`config.mk`:
```
export PLATFORM = sky130hd
export DESIGN_NAME = perm_addr
export DESIGN_NICKNAME = d
export VERILOG_FILES = /design/src/mc_op_pkg.sv /design/src/mc_mem_pkg.sv /design/src/perm_addr.sv
export VERILOG_INCLUDE_DIRS = /design/src /design/src/src
export SDC_FILE = /design/constraint.sdc
export NUM_CORES = 1
export LEC_CHECK = 0
export ABC_AREA = 1
export BUFFER_PORTS_ARGS = -buffer_cell sky130_fd_sc_hd__buf_2
export CORE_ASPECT_RATIO = 0.7
export CORE_UTILIZATION = 40
export DETAILED_ROUTE_END_ITERATION = 8
export MAX_ROUTING_LAYER = met4
export PLACE_DENSITY = 0.64
export SLEW_MARGIN = 20
export SYNTH_ARGS = -nofsm -noshare
export SYNTH_HDL_FRONTEND = slang
export SYNTH_SLANG_ARGS = --single-unit
```
`constraint.sdc`:
```
create_clock -name vclk -period 5.6
set_clock_uncertainty 0.15 [all_clocks]
set_input_delay 1.12 -clock vclk [all_inputs]
set_output_delay 1.12 -clock vclk [all_outputs]
set_load 0.02 [all_outputs]
```
`src/mc_config.svh`:
```
/*
 * Size limits of the matrix engine.
 * MC_MEM_DEPTH must equal MC_MAX_SIDE squared.
 * MC_ADDR_W must be log2 of MC_MEM_DEPTH.
 */
`ifndef MC_CONFIG_SVH
`define MC_CONFIG_SVH

// element width, values kept below 2^31-1
`define MC_DATA_W 31

`define MC_MAX_SIDE 16

`define MC_MEM_DEPTH 256
`define MC_ADDR_W 8

`endif

```
`src/mc_op_pkg.sv`:
```
/*
 * Command encodings used by the controller and the address mapper.
 * MULT is listed only so that the opcode values stay fixed.
 * Codes 6 and 7 are reserved and have no name.
 */
package mc_op_pkg;

	typedef enum logic [2:0] {
		SETUP     = 3'd0,
		ADDITION  = 3'd1,
		MULT      = 3'd2,
		TRANSPOSE = 3'd3,
		MIRROR    = 3'd4,
		ROTATE    = 3'd5
	} action_t;

	// side = 2 << code
	typedef logic [1:0] size_code_t;

endpackage

```
`src/mc_mem_pkg.sv`:
```
/*
 * Storage types of the matrix engine.
 * Elements are stored row-major, so row r and column c sit at r*side+c.
 */
`include "mc_config.svh"

package mc_mem_pkg;

	// one matrix element
	typedef logic [`MC_DATA_W-1:0] elem_t;

	// element address in either memory
	typedef logic [`MC_ADDR_W-1:0] addr_t;

endpackage

```
`src/perm_addr.sv`:
```
/*
 * Destination address of one element for transpose, mirror and rotate.
 * Purely combinational. The side must be a power of two.
 */
`timescale 1ns/10ps
`include "mc_config.svh"

module perm_addr (
	input  mc_op_pkg::action_t    action,
	input  mc_op_pkg::size_code_t size,
	input  mc_mem_pkg::addr_t     perm_idx,
	output mc_mem_pkg::addr_t     perm_dst
);

	localparam int IDX_W = $clog2(`MC_MAX_SIDE);

	// log2 of the side
	logic [2:0]       shift;
	logic [IDX_W-1:0] side_m1;
	logic [IDX_W-1:0] row;
	logic [IDX_W-1:0] col;
	logic [IDX_W-1:0] col_rev;

	always_comb begin
		shift   = {1'b0, size} + 3'd1;
		side_m1 = IDX_W'((1 << shift) - 1);
		row     = IDX_W'(perm_idx >> shift);
		col     = IDX_W'(perm_idx) & side_m1;
		// side-1-c
		col_rev = side_m1 - col;

		case (action)
			mc_op_pkg::TRANSPOSE: begin
				perm_dst = (mc_mem_pkg::addr_t'(col) << shift) | mc_mem_pkg::addr_t'(row);
			end
			mc_op_pkg::MIRROR: begin
				perm_dst = (mc_mem_pkg::addr_t'(row) << shift) | mc_mem_pkg::addr_t'(col_rev);
			end
			// quarter turn counter-clockwise
			mc_op_pkg::ROTATE: begin
				perm_dst = (mc_mem_pkg::addr_t'(col_rev) << shift) | mc_mem_pkg::addr_t'(row);
			end
			default: begin
				perm_dst = perm_idx;
			end
		endcase
	end

endmodule

```
==> results_dict.tcl <==
set metrics [dict create \
    drt-initial-drc-count 88 \
    max-vdd-ir-drop_uv 57.1 \
    worstPathMaxFanout 23 \
    slew_violations 0 \
    crit_start "size[0]" \
    grt_pass1_vias 1076 \
    final_cell_mix "nand2_1, nand3_1, buf_2, inv_1" \
    hold_violations 0 \
    final_cells 238 \
    crit_arrival_ns 3.41 \
    syn_nets 209 \
    power.total_mw 0.107 \
    place_area_um2 1070 \
    grt_antenna_before_repair 0 \
    post-dp-hpwl_mm 2.38 \
    power.density_nw_per_um2 100 \
    cp_top_family "buffers and inverters" \
    grt_start_max_net_pins 24 \
    fp-row-count 14 \
    finalInstanceArea_um2 1070 \
    final_common_cell "nand2_1" \
    gp_congestion 1.01 \
    dieArea_um2 2610 \
    fp.coreArea_um2 2210 \
    drive_above_1_share 0.209 \
    crit_cells 14 \
    gr-total-overflow 0 \
    hold_buffers 0 \
    drt-wirelength-per-cell_um 12.5 \
    seq_area_um2 0 \
    final.setup.tns_ns 0 \
    crit_required_ns 4.33 \
    wl_mm 2.98 \
    dieHeight_um 43.0 \
    setup.worst_path.class "in2out" \
    fin_util 0.484 \
    crit_chain "buf_2, inv_2, ha_1, or2_2, ha_1, o21ai_0, inv_1, nand3_1, o21ai_0, nand2_1, nand2_1, nand2_1, o2111ai_1, buf_2" \
    fin_nets 227 \
    crit_buf_inv 4 \
    postSynthAreaPerCell_um2 5.06 \
    cp-end-kind "output pin" \
    fillCellCount 250 \
    crit_path_frequent_cell "nand2_1" \
    status "complete, no violations" \
    leakagePower_nw 0.569 \
    yosysTopAreaCell "nand2_1" \
    setup_viol 0 \
    area_delta_synth_final_pct 11.2 \
    io-pin-count 21 \
    synth_area_um2 961 \
    fin_ws_ns 0.925 \
    initial_core_util 0.435 \
    whs_ns 2.46 \
    synth_area_leaders "nand2_1, nand3_1, ha_1" \
    postCtsSetupRepairBufs 0 \
    cts.repair.resized 0 \
    die_x_um 60.6 \
    finalCritPeriodShare 0.835 \
    detail-route-antenna-nets 0 \
    cp-start-kind "input port" \
    rsz0062_at_grt "no" \
    dp_slack_ns 0.940 \
    worst_path_max_delay_cell "buf_2" \
    endpoint "perm_dst[1]" \
    multi_input_area_um2 841 \
    drv_cap 0 \
    grt_use_total 0.247 \
    clkbuf_count 0 \
    critical-path-max-stage-delay_ns 0.34 \
    diodes 0 \
    syn_inst 190 \
    synth.top_cell.area_share 0.246 \
    ys_seq_area_frac 0 \
    synth_cell_types 25 \
    yosysWarningCount 0 \
    dp.cells 238 \
    hp-class "in2out" \
    port_buffers 21 \
    vias_per_cell 5.48 \
    max_freq_mhz 214 \
    grt_pass1_wl_mm 4.88 \
    drc 0 \
    vias 1305 \
    flops_and_latches 0 \
    period_needed_ns 4.68 \
    first_pass_iters 5 \
]
-- metal layers --
layer	up-vias	global-route usage	routed length, µm	share of wire
met1	567	0.373	1420	0.48
met4	0	0.0182	0	0
met3	0	0.0335	308	0.10
met2	72	0.358	1240	0.42
li1	666	-	-	-
met5	-	-	0	0
-- synthesized netlist by cell type, types with 2 or more instances --
library cell and number:
inv_2 7, buf_2 3, nor2_1 9, nand3_1 41, nand3_2 2, nand2_1 63
o21ai_1 2, inv_1 11, buf_6 3, conb_1 2, a21oi_1 9, o2111ai_1 2
ha_1 6, nand4_1 7, nor3_2 2, nand2_2 3, o21ai_0 9, or2_2 2
-- where the power goes --
part	internal, mW	switching, mW
Combinational	0.0348	0.0720
Sequential	0	0
Clock	0	0
-- logic make-up (layout without fill, tap and decap cells) --
kind of cell | Yosys count | count (layout) | share of synthesized area
compound gates | 26 | 26 | 0.156
buf+inv | 25 | 41 | 0.125
other cells | 2 | 2 | 0.00782
fa+ha+maj | 6 | 6 | 0.0781
simple gates | 131 | 131 | 0.633
-- worst min-delay path by stage --
stage / startpoint / endpoint / slack [ns] / depth (start not counted)
floorplan: perm_idx[5] / perm_dst[5] / 2.26 / 2
global placement: perm_idx[5] / perm_dst[5] / 2.45 / 4
detailed placement: perm_idx[5] / perm_dst[5] / 2.46 / 4
CTS: perm_idx[7] / perm_dst[7] / 2.47 / 4
global route: perm_idx[7] / perm_dst[7] / 2.50 / 4
finish: perm_idx[5] / perm_dst[5] / 2.46 / 4
-- cell type report --
cell class,instances,area share
Multi-Input combinational cell,165,0.787
Tap cell,32,0.0375
Timing Repair Buffer,23,0.112
Inverter,18,0.0632
No activity file was read; power rests on OpenSTA's default activity.
