$ cat src/mc_config.svh
/*
 * Size limits of the matrix engine.
 * MC_MEM_DEPTH must equal MC_MAX_SIDE squared.
 * MC_ADDR_W must be log2 of MC_MEM_DEPTH.
 */
`ifndef MC_CONFIG_SVH
`define MC_CONFIG_SVH

// element width, values kept below 2^31-1
`define MC_DATA_W 31

`define MC_MAX_SIDE 16

`define MC_MEM_DEPTH 256
`define MC_ADDR_W 8

`endif

$ cat src/mc_op_pkg.sv
/*
 * Command encodings used by the controller and the address mapper.
 * MULT is listed only so that the opcode values stay fixed.
 * Codes 6 and 7 are reserved and have no name.
 */
package mc_op_pkg;

	typedef enum logic [2:0] {
		SETUP     = 3'd0,
		ADDITION  = 3'd1,
		MULT      = 3'd2,
		TRANSPOSE = 3'd3,
		MIRROR    = 3'd4,
		ROTATE    = 3'd5
	} action_t;

	// side = 2 << code
	typedef logic [1:0] size_code_t;

endpackage

$ cat src/mc_mem_pkg.sv
/*
 * Storage types of the matrix engine.
 * Elements are stored row-major, so row r and column c sit at r*side+c.
 */
`include "mc_config.svh"

package mc_mem_pkg;

	// one matrix element
	typedef logic [`MC_DATA_W-1:0] elem_t;

	// element address in either memory
	typedef logic [`MC_ADDR_W-1:0] addr_t;

endpackage

$ cat src/mc_ctrl.sv
/*
 * Command controller of the matrix engine, without back-pressure.
 * A new command may start only after the last out_valid beat of the previous one.
 * MULT and the reserved opcodes are ignored while idle.
 */
`timescale 1ns/10ps
`include "mc_config.svh"

module mc_ctrl (
	input  logic                  clk,
	input  logic                  rst_n,
	input  logic                  in_valid,
	input  mc_mem_pkg::elem_t     in_data,
	input  mc_op_pkg::size_code_t size,
	input  mc_op_pkg::action_t    action,
	output logic                  out_valid,
	output mc_mem_pkg::elem_t     out_data,
	output mc_mem_pkg::addr_t     mat_addr,
	output mc_mem_pkg::elem_t     mat_wdata,
	output logic                  mat_we,
	input  mc_mem_pkg::elem_t     mat_rdata,
	output mc_mem_pkg::addr_t     scratch_addr,
	output mc_mem_pkg::elem_t     scratch_wdata,
	output logic                  scratch_we,
	input  mc_mem_pkg::elem_t     scratch_rdata,
	output mc_mem_pkg::addr_t     perm_idx,
	output mc_op_pkg::action_t    perm_action,
	output mc_op_pkg::size_code_t perm_size,
	input  mc_mem_pkg::addr_t     perm_dst
);

	localparam int CNT_W = `MC_ADDR_W + 1;

	typedef enum logic [2:0] {
		S_IDLE,
		S_INPUT,
		S_PERMUTE,
		S_WRITE_BACK,
		S_OUTPUT_STREAM,
		S_OUTPUT_ZERO
	} state_t;

	state_t                state;
	state_t                state_nxt;
	mc_op_pkg::action_t    act_q;
	mc_op_pkg::size_code_t size_q;
	logic [CNT_W-1:0]      cnt;
	logic [CNT_W-1:0]      n_elem;
	logic [3:0]            n_shift;
	logic                  last;
	mc_mem_pkg::addr_t     idx_cur;
	mc_mem_pkg::addr_t     idx_prev;
	mc_mem_pkg::elem_t     in_data_q;
	mc_mem_pkg::elem_t     add_data_q;
	logic [`MC_DATA_W:0]   raw_sum;
	mc_mem_pkg::elem_t     fold_sum;
	mc_mem_pkg::elem_t     add_sum;
	logic                  stream_valid;
	mc_mem_pkg::elem_t     stream_data;

	// side^2 elements
	assign n_shift  = {1'b0, size_q, 1'b0} + 4'd2;
	assign n_elem   = CNT_W'(1) << n_shift;
	// every phase runs side^2+1 cycles, cnt 0..side^2
	assign last     = (cnt == n_elem);
	assign idx_cur  = mc_mem_pkg::addr_t'(cnt);
	assign idx_prev = mc_mem_pkg::addr_t'(cnt - 1'b1);

	assign perm_idx    = idx_prev;
	assign perm_action = act_q;
	assign perm_size   = size_q;

	// modulo 2^31-1 by end-around carry
	assign raw_sum  = {1'b0, mat_rdata} + {1'b0, add_data_q};
	assign fold_sum = raw_sum[`MC_DATA_W-1:0] + mc_mem_pkg::elem_t'(raw_sum[`MC_DATA_W]);
	assign add_sum  = (&fold_sum) ? '0 : fold_sum;

	always_ff @(posedge clk or negedge rst_n) begin
		if (!rst_n) begin
			state  <= S_IDLE;
			cnt    <= '0;
			act_q  <= mc_op_pkg::SETUP;
			size_q <= '0;
		end else begin
			state <= state_nxt;
			if (state == S_IDLE || last)
				cnt <= '0;
			else
				cnt <= cnt + 1'b1;
			if (state == S_IDLE && in_valid) begin
				act_q <= action;
				if (action == mc_op_pkg::SETUP)
					size_q <= size;
			end
		end
	end

	// input beat and its copy aligned with the mat_ram read
	always_ff @(posedge clk) begin
		in_data_q  <= in_data;
		add_data_q <= in_data_q;
	end

	always_comb begin
		state_nxt = state;
		case (state)
			S_IDLE: begin
				if (in_valid) begin
					case (action)
						mc_op_pkg::SETUP, mc_op_pkg::ADDITION:
							state_nxt = S_INPUT;
						mc_op_pkg::TRANSPOSE, mc_op_pkg::MIRROR, mc_op_pkg::ROTATE:
							state_nxt = S_PERMUTE;
						default:
							state_nxt = S_IDLE;
					endcase
				end
			end
			S_INPUT:         if (last) state_nxt = S_OUTPUT_STREAM;
			S_PERMUTE:       if (last) state_nxt = S_WRITE_BACK;
			S_WRITE_BACK:    if (last) state_nxt = S_OUTPUT_ZERO;
			S_OUTPUT_STREAM: if (last) state_nxt = S_IDLE;
			S_OUTPUT_ZERO:   state_nxt = S_IDLE;
			default:         state_nxt = S_IDLE;
		endcase
	end

	// memory ports, reads at cnt and writes one element behind
	always_comb begin
		mat_addr      = idx_cur;
		mat_wdata     = in_data_q;
		mat_we        = 1'b0;
		scratch_addr  = idx_cur;
		scratch_wdata = add_sum;
		scratch_we    = 1'b0;
		case (state)
			S_INPUT: begin
				if (act_q == mc_op_pkg::SETUP) begin
					mat_we = !last;
				end else begin
					scratch_addr = idx_prev;
					scratch_we   = (cnt != '0);
				end
			end
			S_PERMUTE: begin
				scratch_addr  = perm_dst;
				scratch_wdata = mat_rdata;
				scratch_we    = (cnt != '0);
			end
			S_WRITE_BACK: begin
				mat_addr  = idx_prev;
				mat_wdata = scratch_rdata;
				mat_we    = (cnt != '0);
			end
			S_OUTPUT_STREAM: begin
				// addition result goes back to mat_ram as it streams out
				if (act_q == mc_op_pkg::ADDITION) begin
					mat_addr  = idx_prev;
					mat_wdata = scratch_rdata;
					mat_we    = (cnt != '0);
				end
			end
			default: begin
				mat_we = 1'b0;
			end
		endcase
	end

	assign stream_valid = (state == S_OUTPUT_STREAM) && (cnt != '0);
	assign stream_data  = (act_q == mc_op_pkg::SETUP) ? mat_rdata : scratch_rdata;

	always_ff @(posedge clk or negedge rst_n) begin
		if (!rst_n) begin
			out_valid <= 1'b0;
			out_data  <= '0;
		end else if (stream_valid) begin
			out_valid <= 1'b1;
			out_data  <= stream_data;
		end else begin
			// single zero beat closes a rearrangement
			out_valid <= (state == S_OUTPUT_ZERO);
			out_data  <= '0;
		end
	end

endmodule

$ cat config.mk
export PLATFORM = sky130hd
export DESIGN_NAME = mc_ctrl
export DESIGN_NICKNAME = d
export VERILOG_FILES = /design/src/mc_op_pkg.sv /design/src/mc_mem_pkg.sv /design/src/mc_ctrl.sv
export VERILOG_INCLUDE_DIRS = /design/src /design/src/src
export SDC_FILE = /design/constraint.sdc
export NUM_CORES = 1
export LEC_CHECK = 0
export BUFFER_PORTS_ARGS = -buffer_cell sky130_fd_sc_hd__buf_2
export CAP_MARGIN = 20
export CORE_MARGIN = 2
export CORE_UTILIZATION = 30
export CTS_BUF_LIST = sky130_fd_sc_hd__clkbuf_8
export DETAILED_ROUTE_END_ITERATION = 7
export MAX_ROUTING_LAYER = met4
export SLEW_MARGIN = 25
export SYNTH_ARGS = -nofsm -noshare
export SYNTH_HDL_FRONTEND = slang
export SYNTH_SLANG_ARGS = --single-unit
export TNS_END_PERCENT = 30
$ cat constraint.sdc
create_clock -name clk -period 5.8 [get_ports clk]
set_clock_uncertainty 0.1 [all_clocks]
set_input_delay 0.58 -clock clk [delete_from_list [all_inputs] [get_ports clk]]
set_output_delay 0.58 -clock clk [all_outputs]
set_load 0.03 [all_outputs]
==> results of run 1 <==
-- per-layer routing --
metal | up-vias | routed length (um)
li1 | 4093 | -
met1 | 4007 | 12700
met2 | 336 | 14100
met3 | 57 | 1740
met4 | 0 | 727
met5 | - | 0
-- path summary, 6_finish.rpt --
check,start,endpoint,slack (ps),cells after the start
worst min-delay path,rst_n,out_data[26]$_DFF_PN0_,170,2
min in group clk,in_data[5],in_data_q[5]$_DFF_P_,170,1
worst max-delay path,add_data_q[1]$_DFF_P_,scratch_wdata[9],-610,25
max in group asynchronous,rst_n,out_data[4]$_DFF_PN0_,4920,2
worst max register to register,cnt[0]$_DFF_PN0_,cnt[3]$_DFF_PN0_,3370,6
worst min register to register,in_data_q[7]$_DFF_P_,add_data_q[7]$_DFF_P_,250,0
-- Yosys cell counts, drive strengths merged (4+ instances only) --
library cell / count / share of area (%)
nor3b: 7 / 0.69
nor3: 25 / 1.7
clkbuf: 38 / 1.9
mux2i: 7 / 0.92
and4: 7 / 0.83
dfxtp: 62 / 16
o31ai: 4 / 0.46
nor4: 15 / 1.6
or2: 5 / 0.41
nand2: 142 / 7.0
a31oi: 6 / 0.49
a21o: 12 / 1.2
xnor2: 41 / 4.8
nor2: 86 / 4.2
inv: 13 / 0.64
or3: 8 / 0.65
nand4: 13 / 1.1
and3: 13 / 1.1
a21oi: 111 / 7.4
o211ai: 6 / 0.65
mux2: 37 / 5.4
a211oi: 9 / 1.1
dfrtp: 49 / 16
buf: 16 / 1.2
a22oi: 5 / 0.49
a221o: 4 / 0.52
xor2: 27 / 3.1
o21ai: 44 / 2.9
o21a: 6 / 0.59
and2: 10 / 0.82
ha: 36 / 5.9
nand3: 21 / 1.4
-- kinds of logic (layout without fill, tap and decap cells) --
logic type      count (synthesis)  after routing  synth area share [%]
compound gates                243            243                  20.3
buf+inv                        67            422                  3.69
mux                            44             44                  6.36
fa+ha+maj                      37             37                  6.15
other cells                     0              1                     0
xor+xnor                       68             68                  7.88
flops                         111            111                  32.2
simple gates                  371            371                  23.4
-- registers in the layout, indices dropped and copies added, names as in the netlist --
signal,flops
out_data,31
out_valid,1
in_data_q,31
perm_action,3
cnt,9
perm_size,2
add_data_q,31
state,3
-- report_power, final --
group / internal, mW / leakage [nW] / switching [mW] / total, mW
combinational: 1.04 / 3.79 / 1.94 / 2.99
sequential: 0.833 / 1.19 / 0.112 / 0.945
clock: 0.219 / 0.111 / 0.295 / 0.515
total: 2.10 / 5.09 / 2.35 / 4.45
-- metrics by stage --
| stage | hold WS (ps) | cells | setup slack (ps) |
|---|---|---|---|
| floorplan | 184 | 941 | 21.5 |
| global route | 140 | 1627 | -963 |
| detailed placement | 238 | 1599 | -749 |
| finish | 172 | 1627 | -609 |
| CTS | 147 | 1625 | -571 |
| global placement | 232 | 1599 | -562 |
-- area by class of cell --
cell class,count,area [um2]
clock buffers,10,138
clock inverters,6,80.1
well taps,330,413
fillers,2564,14300
diodes,1,2.50
inverters,13,48.8
repair buffers,393,2510
flip-flops and latches,111,2470
multi-input cells,763,5130
-- critical path, stage by stage, from the launching register on --
cell       delay (ps)
dfxtp_2           360
ha_4              220
a211oi_4          280
o31ai_4           110
o211ai_1          280
nand3_1           190
a21oi_2           180
o21bai_1           80
a21oi_1           150
o21bai_1           70
a21o_1            220
ha_2              210
ha_4              170
xnor2_2           140
a2111o_1          410
a2111oi_4         290
buf_4             170
o2111ai_2         100
or4b_1            510
nor4_2            150
nand4_1           200
nor4_4            220
buf_4             200
buf_12            150
nor3_1             70
buf_4             180
-- timing repair --
action / 4_1_cts / 5_1_grt
setup buffers: 9 / 1
pin swaps: 5 / 6
hold endpoints to repair: 0 / 0
gates resized for setup: 68 / 23
setup endpoints to repair: 31 / 31
cloned: 1 / 0
==> flow_summary.toml, run 1 <==
[power]
irDropWorstVdd_uv = 351
p_total_mw = 4.45
leakagePower_nw = 5.09
powerDensity_mw_per_mm2 = 412

[critical_path]
worst_setup_path_end_kind = "output port"
path_class = "reg2out"
worstPathArrival_ps = 5730
cp-start-kind = "flop"
worstPathMaxFanout = 13
required_ps = 5120

[finish]
final_cell_mix = "buf_2 (202), buf_4 (179), nand2_1 (142)"
fin_nets = 1437
fin_util_pct = 42.9
final_cell_area_mm2 = 0.0108
drive_gt1_share_pct = 38.9
layout_commonest_cell = "buf_2"
area_growth_syn_to_layout_pct = 40.9

[min_path]
hold_path.class = "in2async"

[timing]
finalMaxSlewViolations = 0
max_slew_margin_pct = 46.5
setup_tns_ps = -17010
fmax_ghz = 0.156
min_period_ps = 6410
rsz0062_at_grt = "yes"
finalHoldViolCount = 0
finalCritPeriodShare_pct = 110
setup_slack_ps = -609
setup_violations = 31
tightest_slew_ps = 803

[routing]
drc = 0
ant_nets = 0
vias = 8493
via_per_inst = 5.22
wl_per_cell_um = 18.0
dr.pass1.iters = 5
drt_iter0_drc = 564
wirelength_um = 29300

[global_routing]
use_met3_pct = 3.36
grt_most_used_layer = "met2"
grt_pass1_vias = 8277
use_met2_pct = 35.8
met1_usage_pct = 27.5
grt_pass1_wl_um = 44100
gr-usage-all-layers_pct = 21.9
antenna_found_initial = 1
grt-ovfl-total = 0
grt_max_degree = 50

[cts]
cts_sinks = 111
clk_pin_slew_worst_paths_ps = 120
insertion_delay_ps = 400
root_buffer = "clkbuf_8"
htree_levels = 3
ctsHoldBuffers = 0
cts_buffer_depth = 2
cts_tree = "yes"
cts-buffers-inserted = 9

[logic_synthesis]
async_flop_share_pct = 44.1
synth_edf_count = 0
synthesis.area_mm2 = 0.00765
synth_area_per_cell_um2 = 8.13
synth_cells = 941
synth_ff_type = "dfxtp_1"
synth_nets = 1087
synth_seq_cells = 111
ys_warn_count = 0
synth-seq-area-share_pct = 32.2
yosysUniqueCellTypes = 80

[flow_run]
maxCapViolCount = 0

[outcome]
violations = "setup timing"
status = "finished, violations left"

[placed_design]
io_buffers = 233
gp_congestion = 0.975
hpwlAfterDp_um = 23300
placedInstanceArea_mm2 = 0.0101

[floorplan]
ios = 234
fp.coreArea_mm2 = 0.0251
initial_core_util_pct = 30.5
die_w_um = 164
num_rows = 58
die_h_um = 164
die_area_mm2 = 0.0268
Power figures use the tool's default switching activity.
==> run 2, diff against run 1 <==
- CORE_ASPECT_RATIO: default -> 0.6
==> flow_summary.toml, run 2 (same netlist as run 1, synthesis figures left out) <==
[power]
irDropWorstVdd_uv = 355
p_total_mw = 4.38
leakagePower_nw = 5.14
powerDensity_mw_per_mm2 = 402

[critical_path]
worst_setup_path_end_kind = "output port"
worstPathMaxFanout = 10
path_class = "reg2out"
critPathTopFamily = "compound AO/OA/AOI/OAI gates"
crit_buf_inv = 4
crit_top_cell = "buf_4"
cpPeakStageDelay_ps = 500
required_ps = 5120
cp-start-kind = "flop"
worstPathArrival_ps = 5940
slowest_stage = "or4b_1"

[cts]
clk_pin_slew_worst_paths_ps = 120
htree_levels = 3
cts_tree = "yes"
insertion_delay_ps = 440
cts-buffers-inserted = 9
root_buffer = "clkbuf_8"
cts_buffer_depth = 2
ctsHoldBuffers = 0
cts_sinks = 111

[global_routing]
grt_pass1_vias = 8212
antenna_found_initial = 2
grt-ovfl-total = 0
grt_max_degree = 50
grt_pass1_wl_um = 46400
gr-usage-all-layers_pct = 23.5

[finish]
largest_registers = "add_data_q: 31 flops, in_data_q: 31 flops, out_data: 31 flops"
multiInputGateArea_mm2 = 0.00516
area_growth_syn_to_layout_pct = 42.4
area.sequential_mm2 = 0.00247
drive_gt1_share_pct = 39.6
fin_nets = 1449
final_cell_mix = "buf_2 (202), buf_4 (194), nand2_1 (142)"
fill_cells = 2577
layout_commonest_cell = "buf_2"

[placed_design]
hpwlAfterDp_um = 24000
gp_congestion = 0.909
io_buffers = 233

[floorplan]
die_area_mm2 = 0.0268
ios = 234
initial_core_util_pct = 30.4
fp.coreArea_mm2 = 0.0252
die_h_um = 128
die_w_um = 210
num_rows = 45

[timing]
max_slew_margin_pct = 32.4
finalCritPeriodShare_pct = 114
whs_ps = 129
tightest_slew_ps = 1010
min_period_ps = 6620
fmax_ghz = 0.151
rsz0062_at_grt = "yes"
setup_violations = 31
setup_slack_ps = -825
finalHoldViolCount = 0
finalMaxSlewViolations = 0

[routing]
vias = 8540
wirelength_um = 30900
ant_nets = 0
dr.pass1.iters = 5
drt_iter0_drc = 695
wl_per_cell_um = 18.9
via_per_inst = 5.21
drc = 0

[min_path]
hold_path.class = "in2reg"

[outcome]
status = "finished, violations left"
violations = "setup timing"

[flow_run]
maxCapViolCount = 0
run 2: final cells by class:
type,count,area share [%]
diodes,3,0.0689
clock buffers,9,1.14
clock inverters,6,0.563
inverters,13,0.448
multi-input cells,763,47.4
flip-flops and latches,111,22.7
well taps,329,3.78
repair buffers,405,24.0
run 2: path summary, 6_finish.rpt:
check | startpoint | endpoint | slack, ps | depth (start not counted)
worst min-delay path | in_data[12] | in_data_q[12]$_DFF_P_ | 130 | 1
worst min register to register | in_data_q[14]$_DFF_P_ | add_data_q[14]$_DFF_P_ | 250 | 0
worst max-delay path | add_data_q[1]$_DFF_P_ | scratch_wdata[5] | -820 | 25
max in group asynchronous | rst_n | out_data[8]$_DFF_PN0_ | 4970 | 2
min in group asynchronous | rst_n | out_data[23]$_DFF_PN0_ | 140 | 2
worst max register to register | cnt[0]$_DFF_PN0_ | cnt[3]$_DFF_PN0_ | 3400 | 6
run 2: where the power goes:
part	total, mW	leakage, nW	switching, mW	internal (mW)
Sequential	0.947	1.19	0.114	0.833
Combinational	2.96	3.86	1.93	1.03
Clock	0.473	0.0967	0.308	0.166
Total	4.38	5.14	2.36	2.03
run 2: routing by layer:
layer | share of wire [%] | up-vias | track usage [%] | routed length (um)
li1 | - | 4106 | - | -
met1 | 51 | 4085 | 33.8 | 15600
met2 | 41 | 324 | 33.9 | 12800
met3 | 6.9 | 25 | 4.53 | 2130
met4 | 1.1 | 0 | 5.05 | 351
met5 | 0 | - | - | 0
run 2: metrics by stage:
stage	cells	setup WS, ps	cell area, um2	util [%]	setup TNS, ps
3_3_place_gp	1613	-829	10300	40.8	-24130
5_1_grt	1638	-1150	10900	43.3	-34290
4_1_cts	1634	-961	10800	42.9	-28730
2_1_floorplan	941	21.5	7660	-	0
6_report	1639	-825	10900	43.3	-24530
3_5_place_dp	1613	-1010	10300	40.8	-29320
run 2: what timing repair did:
action | 4_1_cts | 5_1_grt
endpoints found under the setup margin | 31 | 31
pin swaps | 19 | 13
gates resized for setup | 71 | 14
gates cloned | 2 | 0
buffers inserted | 4 | 2
